===== config.mk =====
export PLATFORM = sky130hd
export DESIGN_NAME = polar_alu_top
export DESIGN_NICKNAME = d
export VERILOG_FILES = /design/src/verilog/polar_pkg.sv /design/src/verilog/alu_pkg.sv /design/src/verilog/polar_alu_top.sv /design/src/verilog/alu_result_stage.sv /design/src/verilog/scalar_alu.sv /design/src/verilog/polar_lane.sv /design/src/verilog/polar_lane_dispatch.sv
export VERILOG_INCLUDE_DIRS = /design/src /design/src/verilog
export SDC_FILE = /design/constraint.sdc
export NUM_CORES = 1
export LEC_CHECK = 0
export BUFFER_PORTS_ARGS = -buffer_cell sky130_fd_sc_hd__buf_2
export CORE_MARGIN = 4
export CORE_UTILIZATION = 43
export CTS_CLUSTER_DIAMETER = 150
export DETAILED_ROUTE_END_ITERATION = 16
export PLACE_DENSITY = 0.68
export SYNTH_ARGS = -nofsm -noshare
export SYNTH_HDL_FRONTEND = slang
export SYNTH_SLANG_ARGS = --single-unit

===== constraint.sdc =====
create_clock -name clk_i -period 7.8 [get_ports clk_i]
set_clock_uncertainty 0.2 [all_clocks]
set_input_delay 0.39 -clock clk_i [delete_from_list [all_inputs] [get_ports clk_i]]
set_output_delay 0.39 -clock clk_i [all_outputs]
set_load 0.02 [all_outputs]

===== src/verilog/alu_config.svh =====
`ifndef ALU_CONFIG_SVH
`define ALU_CONFIG_SVH

// ------------------------------
// Datapath geometry
// ------------------------------

// Full scalar data word
`define ALU_XLEN 64

// One polar lane holds a signed byte
`define ALU_LANE_W 8

// SIMD lanes across the data word
`define ALU_LANES 8

// ------------------------------
// Polar arithmetic limits
// ------------------------------

// Symmetric clamp keeps -128 out of ADDSAT and SUBSAT results
`define ALU_SAT_MAX 127

`endif

===== src/verilog/polar_pkg.sv =====
`include "alu_config.svh"

package polar_pkg;

    // One signed lane value
    typedef logic [`ALU_LANE_W-1:0] lane_byte_t;

    // ------------------------------
    // Lane function select
    // ------------------------------
    typedef enum logic [2:0] {
        PL_NONE,
        R,
        F,
        ADDSAT,
        SUBSAT,
        DECODE,
        EVAL
    } polar_op_e;

    // Operands seen by a single lane
    typedef struct packed {
        lane_byte_t a;
        lane_byte_t b;
        // Shared flags from the low byte of operand b
        logic       frozen_bit;
        logic       zero_bit;
    } lane_req_t;

    // Lane 0 sits at index 0
    typedef lane_req_t [`ALU_LANES-1:0] lane_req_vec_t;

    typedef lane_byte_t [`ALU_LANES-1:0] lane_res_vec_t;

endpackage


===== src/verilog/alu_pkg.sv =====
`include "alu_config.svh"

package alu_pkg;

    // One scalar data word
    typedef logic [`ALU_XLEN-1:0] xlen_t;

    // ------------------------------
    // Operator encoding
    // ------------------------------
    typedef enum logic [5:0] {
        ADD,
        SUB,
        // Plain logic
        ANDL,
        ORL,
        XORL,
        // Logic with inverted operand b
        ANDN,
        ORN,
        XNOR,
        // Set-less-than
        SLTS,
        SLTU,
        // Branch compares
        EQ,
        NE,
        LTS,
        LTU,
        GES,
        GEU,
        // Polar SIMD lane operations
        PL_R,
        PL_F,
        PL_ADDSAT,
        PL_SUBSAT,
        PL_DECODE,
        PL_EVAL,
        NOP
    } alu_op_e;

    // Request into the ALU
    typedef struct packed {
        alu_op_e operator;
        xlen_t   operand_a;
        xlen_t   operand_b;
    } alu_req_t;

    // Result word plus branch decision
    typedef struct packed {
        xlen_t result;
        logic  branch_taken;
    } alu_resp_t;

endpackage


===== src/verilog/polar_alu_top.sv =====
`timescale 1ns/1ps

`include "alu_config.svh"

module polar_alu_top (
    input  logic                 clk_i,
    input  logic                 reset_i,
    input  logic                 valid_i,
    input  alu_pkg::alu_req_t    req_i,
    output logic                 valid_o,
    output alu_pkg::alu_resp_t   resp_o
);

    import alu_pkg::*;
    import polar_pkg::*;

    lane_req_vec_t lane_reqs;
    polar_op_e     lane_op;
    logic          polar_sel;
    lane_res_vec_t lane_res;
    alu_resp_t     scalar_resp;

    // ------------------------------
    // Polar SIMD path
    // ------------------------------
    polar_lane_dispatch polar_lane_dispatch_i (
        .req_i       (req_i),
        .lanes_o     (lane_reqs),
        .lane_op_o   (lane_op),
        .polar_sel_o (polar_sel)
    );

    for (genvar i = 0; i < `ALU_LANES; i++) begin : gen_lanes
        polar_lane polar_lane_i (
            .lane_i (lane_reqs[i]),
            .op_i   (lane_op),
            .res_o  (lane_res[i])
        );
    end

    // Scalar path runs in parallel
    scalar_alu scalar_alu_i (
        .req_i  (req_i),
        .resp_o (scalar_resp)
    );

    alu_result_stage alu_result_stage_i (
        .clk_i       (clk_i),
        .reset_i     (reset_i),
        .valid_i     (valid_i),
        .polar_sel_i (polar_sel),
        .lanes_i     (lane_res),
        .scalar_i    (scalar_resp),
        .valid_o     (valid_o),
        .resp_o      (resp_o)
    );

endmodule


===== src/verilog/alu_result_stage.sv =====
`timescale 1ns/1ps

`include "alu_config.svh"

module alu_result_stage (
    input  logic                      clk_i,
    input  logic                      reset_i,
    input  logic                      valid_i,
    input  logic                      polar_sel_i,
    input  polar_pkg::lane_res_vec_t  lanes_i,
    input  alu_pkg::alu_resp_t        scalar_i,
    output logic                      valid_o,
    output alu_pkg::alu_resp_t        resp_o
);

    import alu_pkg::*;

    localparam int W = `ALU_LANE_W;

    xlen_t     lane_word;
    alu_resp_t next_resp;

    // Lane 0 lands in the low byte
    always_comb begin
        for (int i = 0; i < `ALU_LANES; i++) begin
            lane_word[i*W +: W] = lanes_i[i];
        end
    end

    // Polar ops always report a taken branch
    always_comb begin
        if (polar_sel_i) begin
            next_resp.result       = lane_word;
            next_resp.branch_taken = 1'b1;
        end else begin
            next_resp = scalar_i;
        end
    end

    // ------------------------------
    // Output register
    // ------------------------------
    always_ff @(posedge clk_i) begin
        if (reset_i) begin
            valid_o <= 1'b0;
            resp_o  <= '0;
        end else begin
            valid_o <= valid_i;
            // Hold the last result across idle cycles
            if (valid_i) begin
                resp_o <= next_resp;
            end
        end
    end

endmodule


===== src/verilog/scalar_alu.sv =====
`timescale 1ns/1ps

`include "alu_config.svh"

module scalar_alu (
    input  alu_pkg::alu_req_t   req_i,
    output alu_pkg::alu_resp_t  resp_o
);

    import alu_pkg::*;

    logic                 b_negate;
    logic [`ALU_XLEN:0]   adder_in_a;
    logic [`ALU_XLEN:0]   adder_in_b;
    logic [`ALU_XLEN:0]   adder_sum;
    xlen_t                adder_res;
    xlen_t                operand_b_mod;
    logic                 zero_flag;
    logic                 cmp_signed;
    logic                 less;

    // ------------------------------
    // Adder
    // ------------------------------
    always_comb begin
        case (req_i.operator)
            SUB, EQ, NE, ANDN, ORN, XNOR: b_negate = 1'b1;
            default:                      b_negate = 1'b0;
        endcase
    end

    // Extra low bit carries the +1 of the two's complement
    assign adder_in_a = {req_i.operand_a, 1'b1};
    assign adder_in_b = {req_i.operand_b, 1'b0} ^ {(`ALU_XLEN+1){b_negate}};
    assign adder_sum  = adder_in_a + adder_in_b;
    assign adder_res  = adder_sum[`ALU_XLEN:1];
    assign zero_flag  = ~|adder_res;

    // Inverted b feeds the N logic forms
    assign operand_b_mod = adder_in_b[`ALU_XLEN:1];

    // ------------------------------
    // Comparator
    // ------------------------------
    assign cmp_signed = (req_i.operator == SLTS) || (req_i.operator == LTS) ||
                        (req_i.operator == GES);

    assign less = $signed({cmp_signed & req_i.operand_a[`ALU_XLEN-1], req_i.operand_a}) <
                  $signed({cmp_signed & req_i.operand_b[`ALU_XLEN-1], req_i.operand_b});

    // ------------------------------
    // Result and branch select
    // ------------------------------
    always_comb begin
        case (req_i.operator)
            ADD, SUB:    resp_o.result = adder_res;
            ANDL, ANDN:  resp_o.result = req_i.operand_a & operand_b_mod;
            ORL, ORN:    resp_o.result = req_i.operand_a | operand_b_mod;
            XORL, XNOR:  resp_o.result = req_i.operand_a ^ operand_b_mod;
            SLTS, SLTU:  resp_o.result = xlen_t'(less);
            default:     resp_o.result = '0;
        endcase

        case (req_i.operator)
            EQ:         resp_o.branch_taken = zero_flag;
            NE:         resp_o.branch_taken = ~zero_flag;
            LTS, LTU:   resp_o.branch_taken = less;
            GES, GEU:   resp_o.branch_taken = ~less;
            default:    resp_o.branch_taken = 1'b1;
        endcase
    end

endmodule


===== src/verilog/polar_lane.sv =====
`timescale 1ns/1ps

`include "alu_config.svh"

module polar_lane (
    input  polar_pkg::lane_req_t   lane_i,
    input  polar_pkg::polar_op_e   op_i,
    output polar_pkg::lane_byte_t  res_o
);

    import polar_pkg::*;

    localparam int W = `ALU_LANE_W;
    localparam logic signed [W:0] SAT_HI = `ALU_SAT_MAX;
    localparam logic signed [W:0] SAT_LO = -`ALU_SAT_MAX;

    logic              sign_bit;
    lane_byte_t        abs_a;
    lane_byte_t        abs_b;
    lane_byte_t        f_mag;
    logic signed [W:0] sum9;
    logic signed [W:0] diff9;
    lane_byte_t        r_val;
    lane_byte_t        f_val;
    lane_byte_t        addsat_val;
    lane_byte_t        subsat_val;
    lane_byte_t        decode_val;
    lane_byte_t        eval_val;

    // ------------------------------
    // Magnitude and sign
    // ------------------------------
    assign sign_bit = lane_i.a[W-1] ^ lane_i.b[W-1];

    // -128 wraps back onto itself
    assign abs_a = lane_i.a[W-1] ? -lane_i.a : lane_i.a;
    assign abs_b = lane_i.b[W-1] ? -lane_i.b : lane_i.b;

    // Unsigned compare treats 8'h80 as the largest magnitude
    assign f_mag = (abs_a > abs_b) ? abs_b : abs_a;
    assign f_val = sign_bit ? -f_mag : f_mag;

    // Hard decision is forced to 0 on frozen bits
    assign r_val = (lane_i.frozen_bit || !lane_i.a[W-1]) ? lane_byte_t'(0) : lane_byte_t'(1);

    // ------------------------------
    // Saturating add and subtract
    // ------------------------------
    assign sum9  = $signed(lane_i.a) + $signed(lane_i.b);
    assign diff9 = $signed(lane_i.a) - $signed(lane_i.b);

    assign addsat_val = (sum9 > SAT_HI)  ? SAT_HI[W-1:0] :
                        (sum9 < SAT_LO)  ? SAT_LO[W-1:0] : sum9[W-1:0];
    assign subsat_val = (diff9 > SAT_HI) ? SAT_HI[W-1:0] :
                        (diff9 < SAT_LO) ? SAT_LO[W-1:0] : diff9[W-1:0];

    assign decode_val = lane_i.zero_bit ? lane_i.a : lane_byte_t'(0);
    assign eval_val   = (lane_i.a == lane_byte_t'(1)) ? '1 : '0;

    always_comb begin
        case (op_i)
            R:       res_o = r_val;
            F:       res_o = f_val;
            ADDSAT:  res_o = addsat_val;
            SUBSAT:  res_o = subsat_val;
            DECODE:  res_o = decode_val;
            EVAL:    res_o = eval_val;
            default: res_o = '0;
        endcase
    end

endmodule


===== src/verilog/polar_lane_dispatch.sv =====
`timescale 1ns/1ps

`include "alu_config.svh"

module polar_lane_dispatch (
    input  alu_pkg::alu_req_t          req_i,
    output polar_pkg::lane_req_vec_t   lanes_o,
    output polar_pkg::polar_op_e       lane_op_o,
    output logic                       polar_sel_o
);

    import alu_pkg::*;
    import polar_pkg::*;

    localparam int W = `ALU_LANE_W;

    logic frozen_bit;
    logic zero_bit;

    // ------------------------------
    // Opcode translation
    // ------------------------------
    always_comb begin
        case (req_i.operator)
            PL_R:      lane_op_o = R;
            PL_F:      lane_op_o = F;
            PL_ADDSAT: lane_op_o = ADDSAT;
            PL_SUBSAT: lane_op_o = SUBSAT;
            PL_DECODE: lane_op_o = DECODE;
            PL_EVAL:   lane_op_o = EVAL;
            // Scalar operators leave the lanes idle
            default:   lane_op_o = PL_NONE;
        endcase
    end

    assign polar_sel_o = (lane_op_o != PL_NONE);

    // Flags computed once and fanned out to every lane
    assign frozen_bit = (req_i.operand_b[W-1:0] == lane_byte_t'(1));
    assign zero_bit   = (req_i.operand_b[W-1:0] == lane_byte_t'(0));

    // ------------------------------
    // Operand slicing
    // ------------------------------
    always_comb begin
        for (int i = 0; i < `ALU_LANES; i++) begin
            lanes_o[i].a          = req_i.operand_a[i*W +: W];
            lanes_o[i].b          = req_i.operand_b[i*W +: W];
            lanes_o[i].frozen_bit = frozen_bit;
            lanes_o[i].zero_bit   = zero_bit;
        end
    end

endmodule


==> impl_metrics.json <==
{
  "nNetsFinal": 4097,
  "crit_fanout": 27,
  "grt_max_degree": 65,
  "routabilityCongestion": 1.04,
  "insertion_delay_ps": 400,
  "slowest_delay_ps": 700,
  "track_usage_pct": 31.1,
  "cts.repair.resized": 0,
  "ff2ff_path_depth": 2,
  "synthArstFlopShare_pct": 0,
  "cts_buffers": 9,
  "final_cell_mix": "inv_1 (364), ha_1 (352), nor2_1 (337)",
  "cts_tree": "done",
  "ioPinCount": 203,
  "coreArea_sq_um": 55100,
  "netlist_top_cells_area": "ha_1 (18%), xnor2_1 (9.0%), inv_1 (5.7%)",
  "cts_setup_buffers": 0,
  "synth-edff-count": 0,
  "cap_violations": 0,
  "cts_hold_buf": 0,
  "start_util_pct": 43.5,
  "rows": 86,
  "synth_top_area_share_pct": 18.4,
  "synth_compound_gate_area_share_pct": 30.2,
  "remaining_drc_errors": 0,
  "hp-class": "register to register",
  "synth_largest_area_cell": "ha_1",
  "num_vias": 27096,
  "gr-total-overflow": 0,
  "p_per_area_nw_per_um2": 123,
  "clk_path_buf_depth": 2,
  "critPathCaptureType": "register",
  "synth_area_sq_um": 23900,
  "cpMaxStageDelayCell": "o2bb2ai_4",
  "reg2reg_setup_slack_ps": 6700,
  "finalSetupTns_ps": 0,
  "finalHoldViolCount": 0,
  "drt_iter0_markers": 2851,
  "clk_pin_slew_ps": 70,
  "drtAntennaViolNets": 0,
  "yosysUniqueCellTypes": 94,
  "critical_path.cell_chain": "buf_2 -> mux2i_2 -> o2bb2ai_4 -> buf_4 -> xnor2_1 -> inv_1 -> ha_1 -> nand2_1 -> nor3_1 -> a21boi_0 -> nor3_2 -> nor3_2 -> nor2_1 -> o311ai_0 -> o21ai_0 -> nor4_2 -> mux2i_1 -> a2111oi_2",
  "leakagePower_nw": 11.5,
  "cts-root-buf": "clkbuf_16",
  "tightest_slew_ps": 1040,
  "port_buffers": 202,
  "slew-limit-headroom_pct": 30.7,
  "wirelength_mm": 96.8,
  "avgSynthCellArea_sq_um": 6.80,
  "finalMaxSlewViolations": 0,
  "vias_per_cell": 6.24,
  "first_pass_iters": 6,
  "synth_seq_cells": 66,
  "antenna_found_initial": 1,
  "die-area_sq_um": 59500,
  "fin_crit_sh_pct": 85.8,
  "n_antenna_cell": 0,
  "setup_viol": 0,
  "hpwl_mm": 77.8,
  "r2r-end": "alu_result_stage_i.resp_o[0]$_SDFFE_PP0P_",
  "netlist_instances": 3520,
  "synth_nets": 4025,
  "yosys_warnings": 0,
  "vdd_drop_max_mv": 0.135,
  "final_common_cell": "inv_1",
  "start_kind": "input port",
  "area_growth_pct": 7.83,
  "period_minus_slack_ps": 6690,
  "rsz0062_at_grt": "no",
  "synth_seq_area_share_pct": 5.52,
  "synth_mux_area_share_pct": 2.92,
  "die_h_um": 244,
  "crit_start": "req_i[128]",
  "synth_fa_ha_area_share_pct": 19.7,
  "layout-drive-gt1-share_pct": 8.70,
  "crit_type": "input port to register",
  "timing.fmax_ghz": 0.149,
  "grt_pass1_vias": 25890,
  "post_drt_wl_per_cell_um": 22.3,
  "die_w_um": 244,
  "yosys.area_share.simple_pct": 21.8,
  "synth_xor_area_share_pct": 11.3,
  "cp-endpoint": "alu_result_stage_i.resp_o[0]$_SDFFE_PP0P_",
  "synth_flop_cell": "dfxtp_1",
  "cts_max_level": 3,
  "cp_common_cell": "nor3_2",
  "required_ps": 7900,
  "grt_pass1_wl_mm": 149,
  "synth_top_family_by_area": "compound AO/OA/AOI/OAI gates",
  "outcome": "completed",
  "hold_ws_ps": 272,
  "r2r_start": "alu_result_stage_i.resp_o[0]$_SDFFE_PP0P_",
  "critPathArrivalTime_ps": 6790,
  "cts_sinks": 66
}
## kinds of logic (layout without fill, tap and decap cells)
| family | after synthesis | count (layout) |
|---|---|---|
| xor gates and xnor gates | 310 | 310 |
| buffers and inverters | 536 | 613 |
| muxes | 67 | 67 |
| DFF | 66 | 66 |
| and+or+nand+nor | 1085 | 1085 |
| AOI/OAI and AO/OA | 1088 | 1088 |
| adders and majority gates | 368 | 368 |
## per-stage QoR
| stage | cells | util (%) | total power, mW | worst slack (ps) | area (sq um) |
|---|---|---|---|---|---|
| 3_3_place_gp | 4329 | 46.3 | 2.64 | 1160 | 25500 |
| 4_1_cts | 4345 | 46.9 | 3.12 | 1280 | 25800 |
| 6_report | 4345 | 46.9 | 3.16 | 1110 | 25800 |
| 2_1_floorplan | 3520 | - | 2.00 | 2020 | 23900 |
| 3_5_place_dp | 4329 | 46.3 | 2.64 | 892 | 25500 |
| 5_1_grt | 4345 | 46.9 | 3.39 | 762 | 25800 |
## sequential cells by signal, indices dropped and copies added, names as in the netlist
| name | flops |
|---|---|
| alu_result_stage_i.valid_o | 1 |
| alu_result_stage_i.resp_o | 65 |
## power by group
part	total, mW	internal, mW	switching, mW
clock network	0.466	0.265	0.201
registers	0.374	0.359	0.0147
logic	2.32	0.838	1.49
total	3.16	1.46	1.70
## how the worst min path moves through the flow
stage / from / end / depth (start not counted) / slack, ps
6_report: alu_result_stage_i.resp_o[16]$_SDFFE_PP0P_ / alu_result_stage_i.resp_o[16]$_SDFFE_PP0P_ / 2 / 270
5_1_grt: alu_result_stage_i.resp_o[16]$_SDFFE_PP0P_ / alu_result_stage_i.resp_o[16]$_SDFFE_PP0P_ / 2 / 280
4_1_cts: alu_result_stage_i.resp_o[16]$_SDFFE_PP0P_ / alu_result_stage_i.resp_o[16]$_SDFFE_PP0P_ / 2 / 280
3_5_place_dp: alu_result_stage_i.resp_o[25]$_SDFFE_PP0P_ / alu_result_stage_i.resp_o[25]$_SDFFE_PP0P_ / 2 / 260
3_3_place_gp: alu_result_stage_i.resp_o[57]$_SDFFE_PP0P_ / alu_result_stage_i.resp_o[57]$_SDFFE_PP0P_ / 1 / 260
2_1_floorplan: alu_result_stage_i.resp_o[3]$_SDFFE_PP0P_ / alu_result_stage_i.resp_o[3]$_SDFFE_PP0P_ / 2 / 350
## layer usage
metal	share of wire (%)	up-vias	track usage, %
met1	40	12669	38.8
li1	-	12824	-
met2	46	1324	52.2
met3	8.2	279	5.15
met5	0	-	0
met4	5.4	0	14.6
## synth_stat cells (all sizes together), types with 21 or more instances
cell type	count
nor4	42
nand2	280
o31ai	30
o21a	59
clkbuf	151
a31oi	27
nor2b	31
inv	364
a221o	29
a21oi	275
nor3	77
a21o	45
nand3	78
xor2	64
o21bai	38
ha	352
nand2b	28
a22oi	27
dfxtp	66
buf	21
nand4	68
a211oi	55
o211ai	27
a311oi	30
a221oi	48
o21ai	250
or3	28
nor2	339
and3	29
mux2i	56
xnor2	246
## worst max-delay path, delay by kind of cell
family                   cells  cell delay [ps]
XOR/XNOR                     1              190
adder cells (fa/ha/maj)      1              490
AO/OA/AOI/OAI                5             2410
AND/OR/NAND/NOR              6             1780
buffers and inverters        3             1100
multiplexers                 2              410
## area by class of cell
type,instances,area (sq um)
Tap cell,748,936
Sequential cell,66,1320
Clock inverter,2,35.0
Multi-Input combinational cell,2918,20600
Inverter,364,1370
Clock buffer,14,264
Timing Repair Buffer,233,1250
Fill cell,5868,29300
No activity file was read; power rests on OpenSTA's default activity.
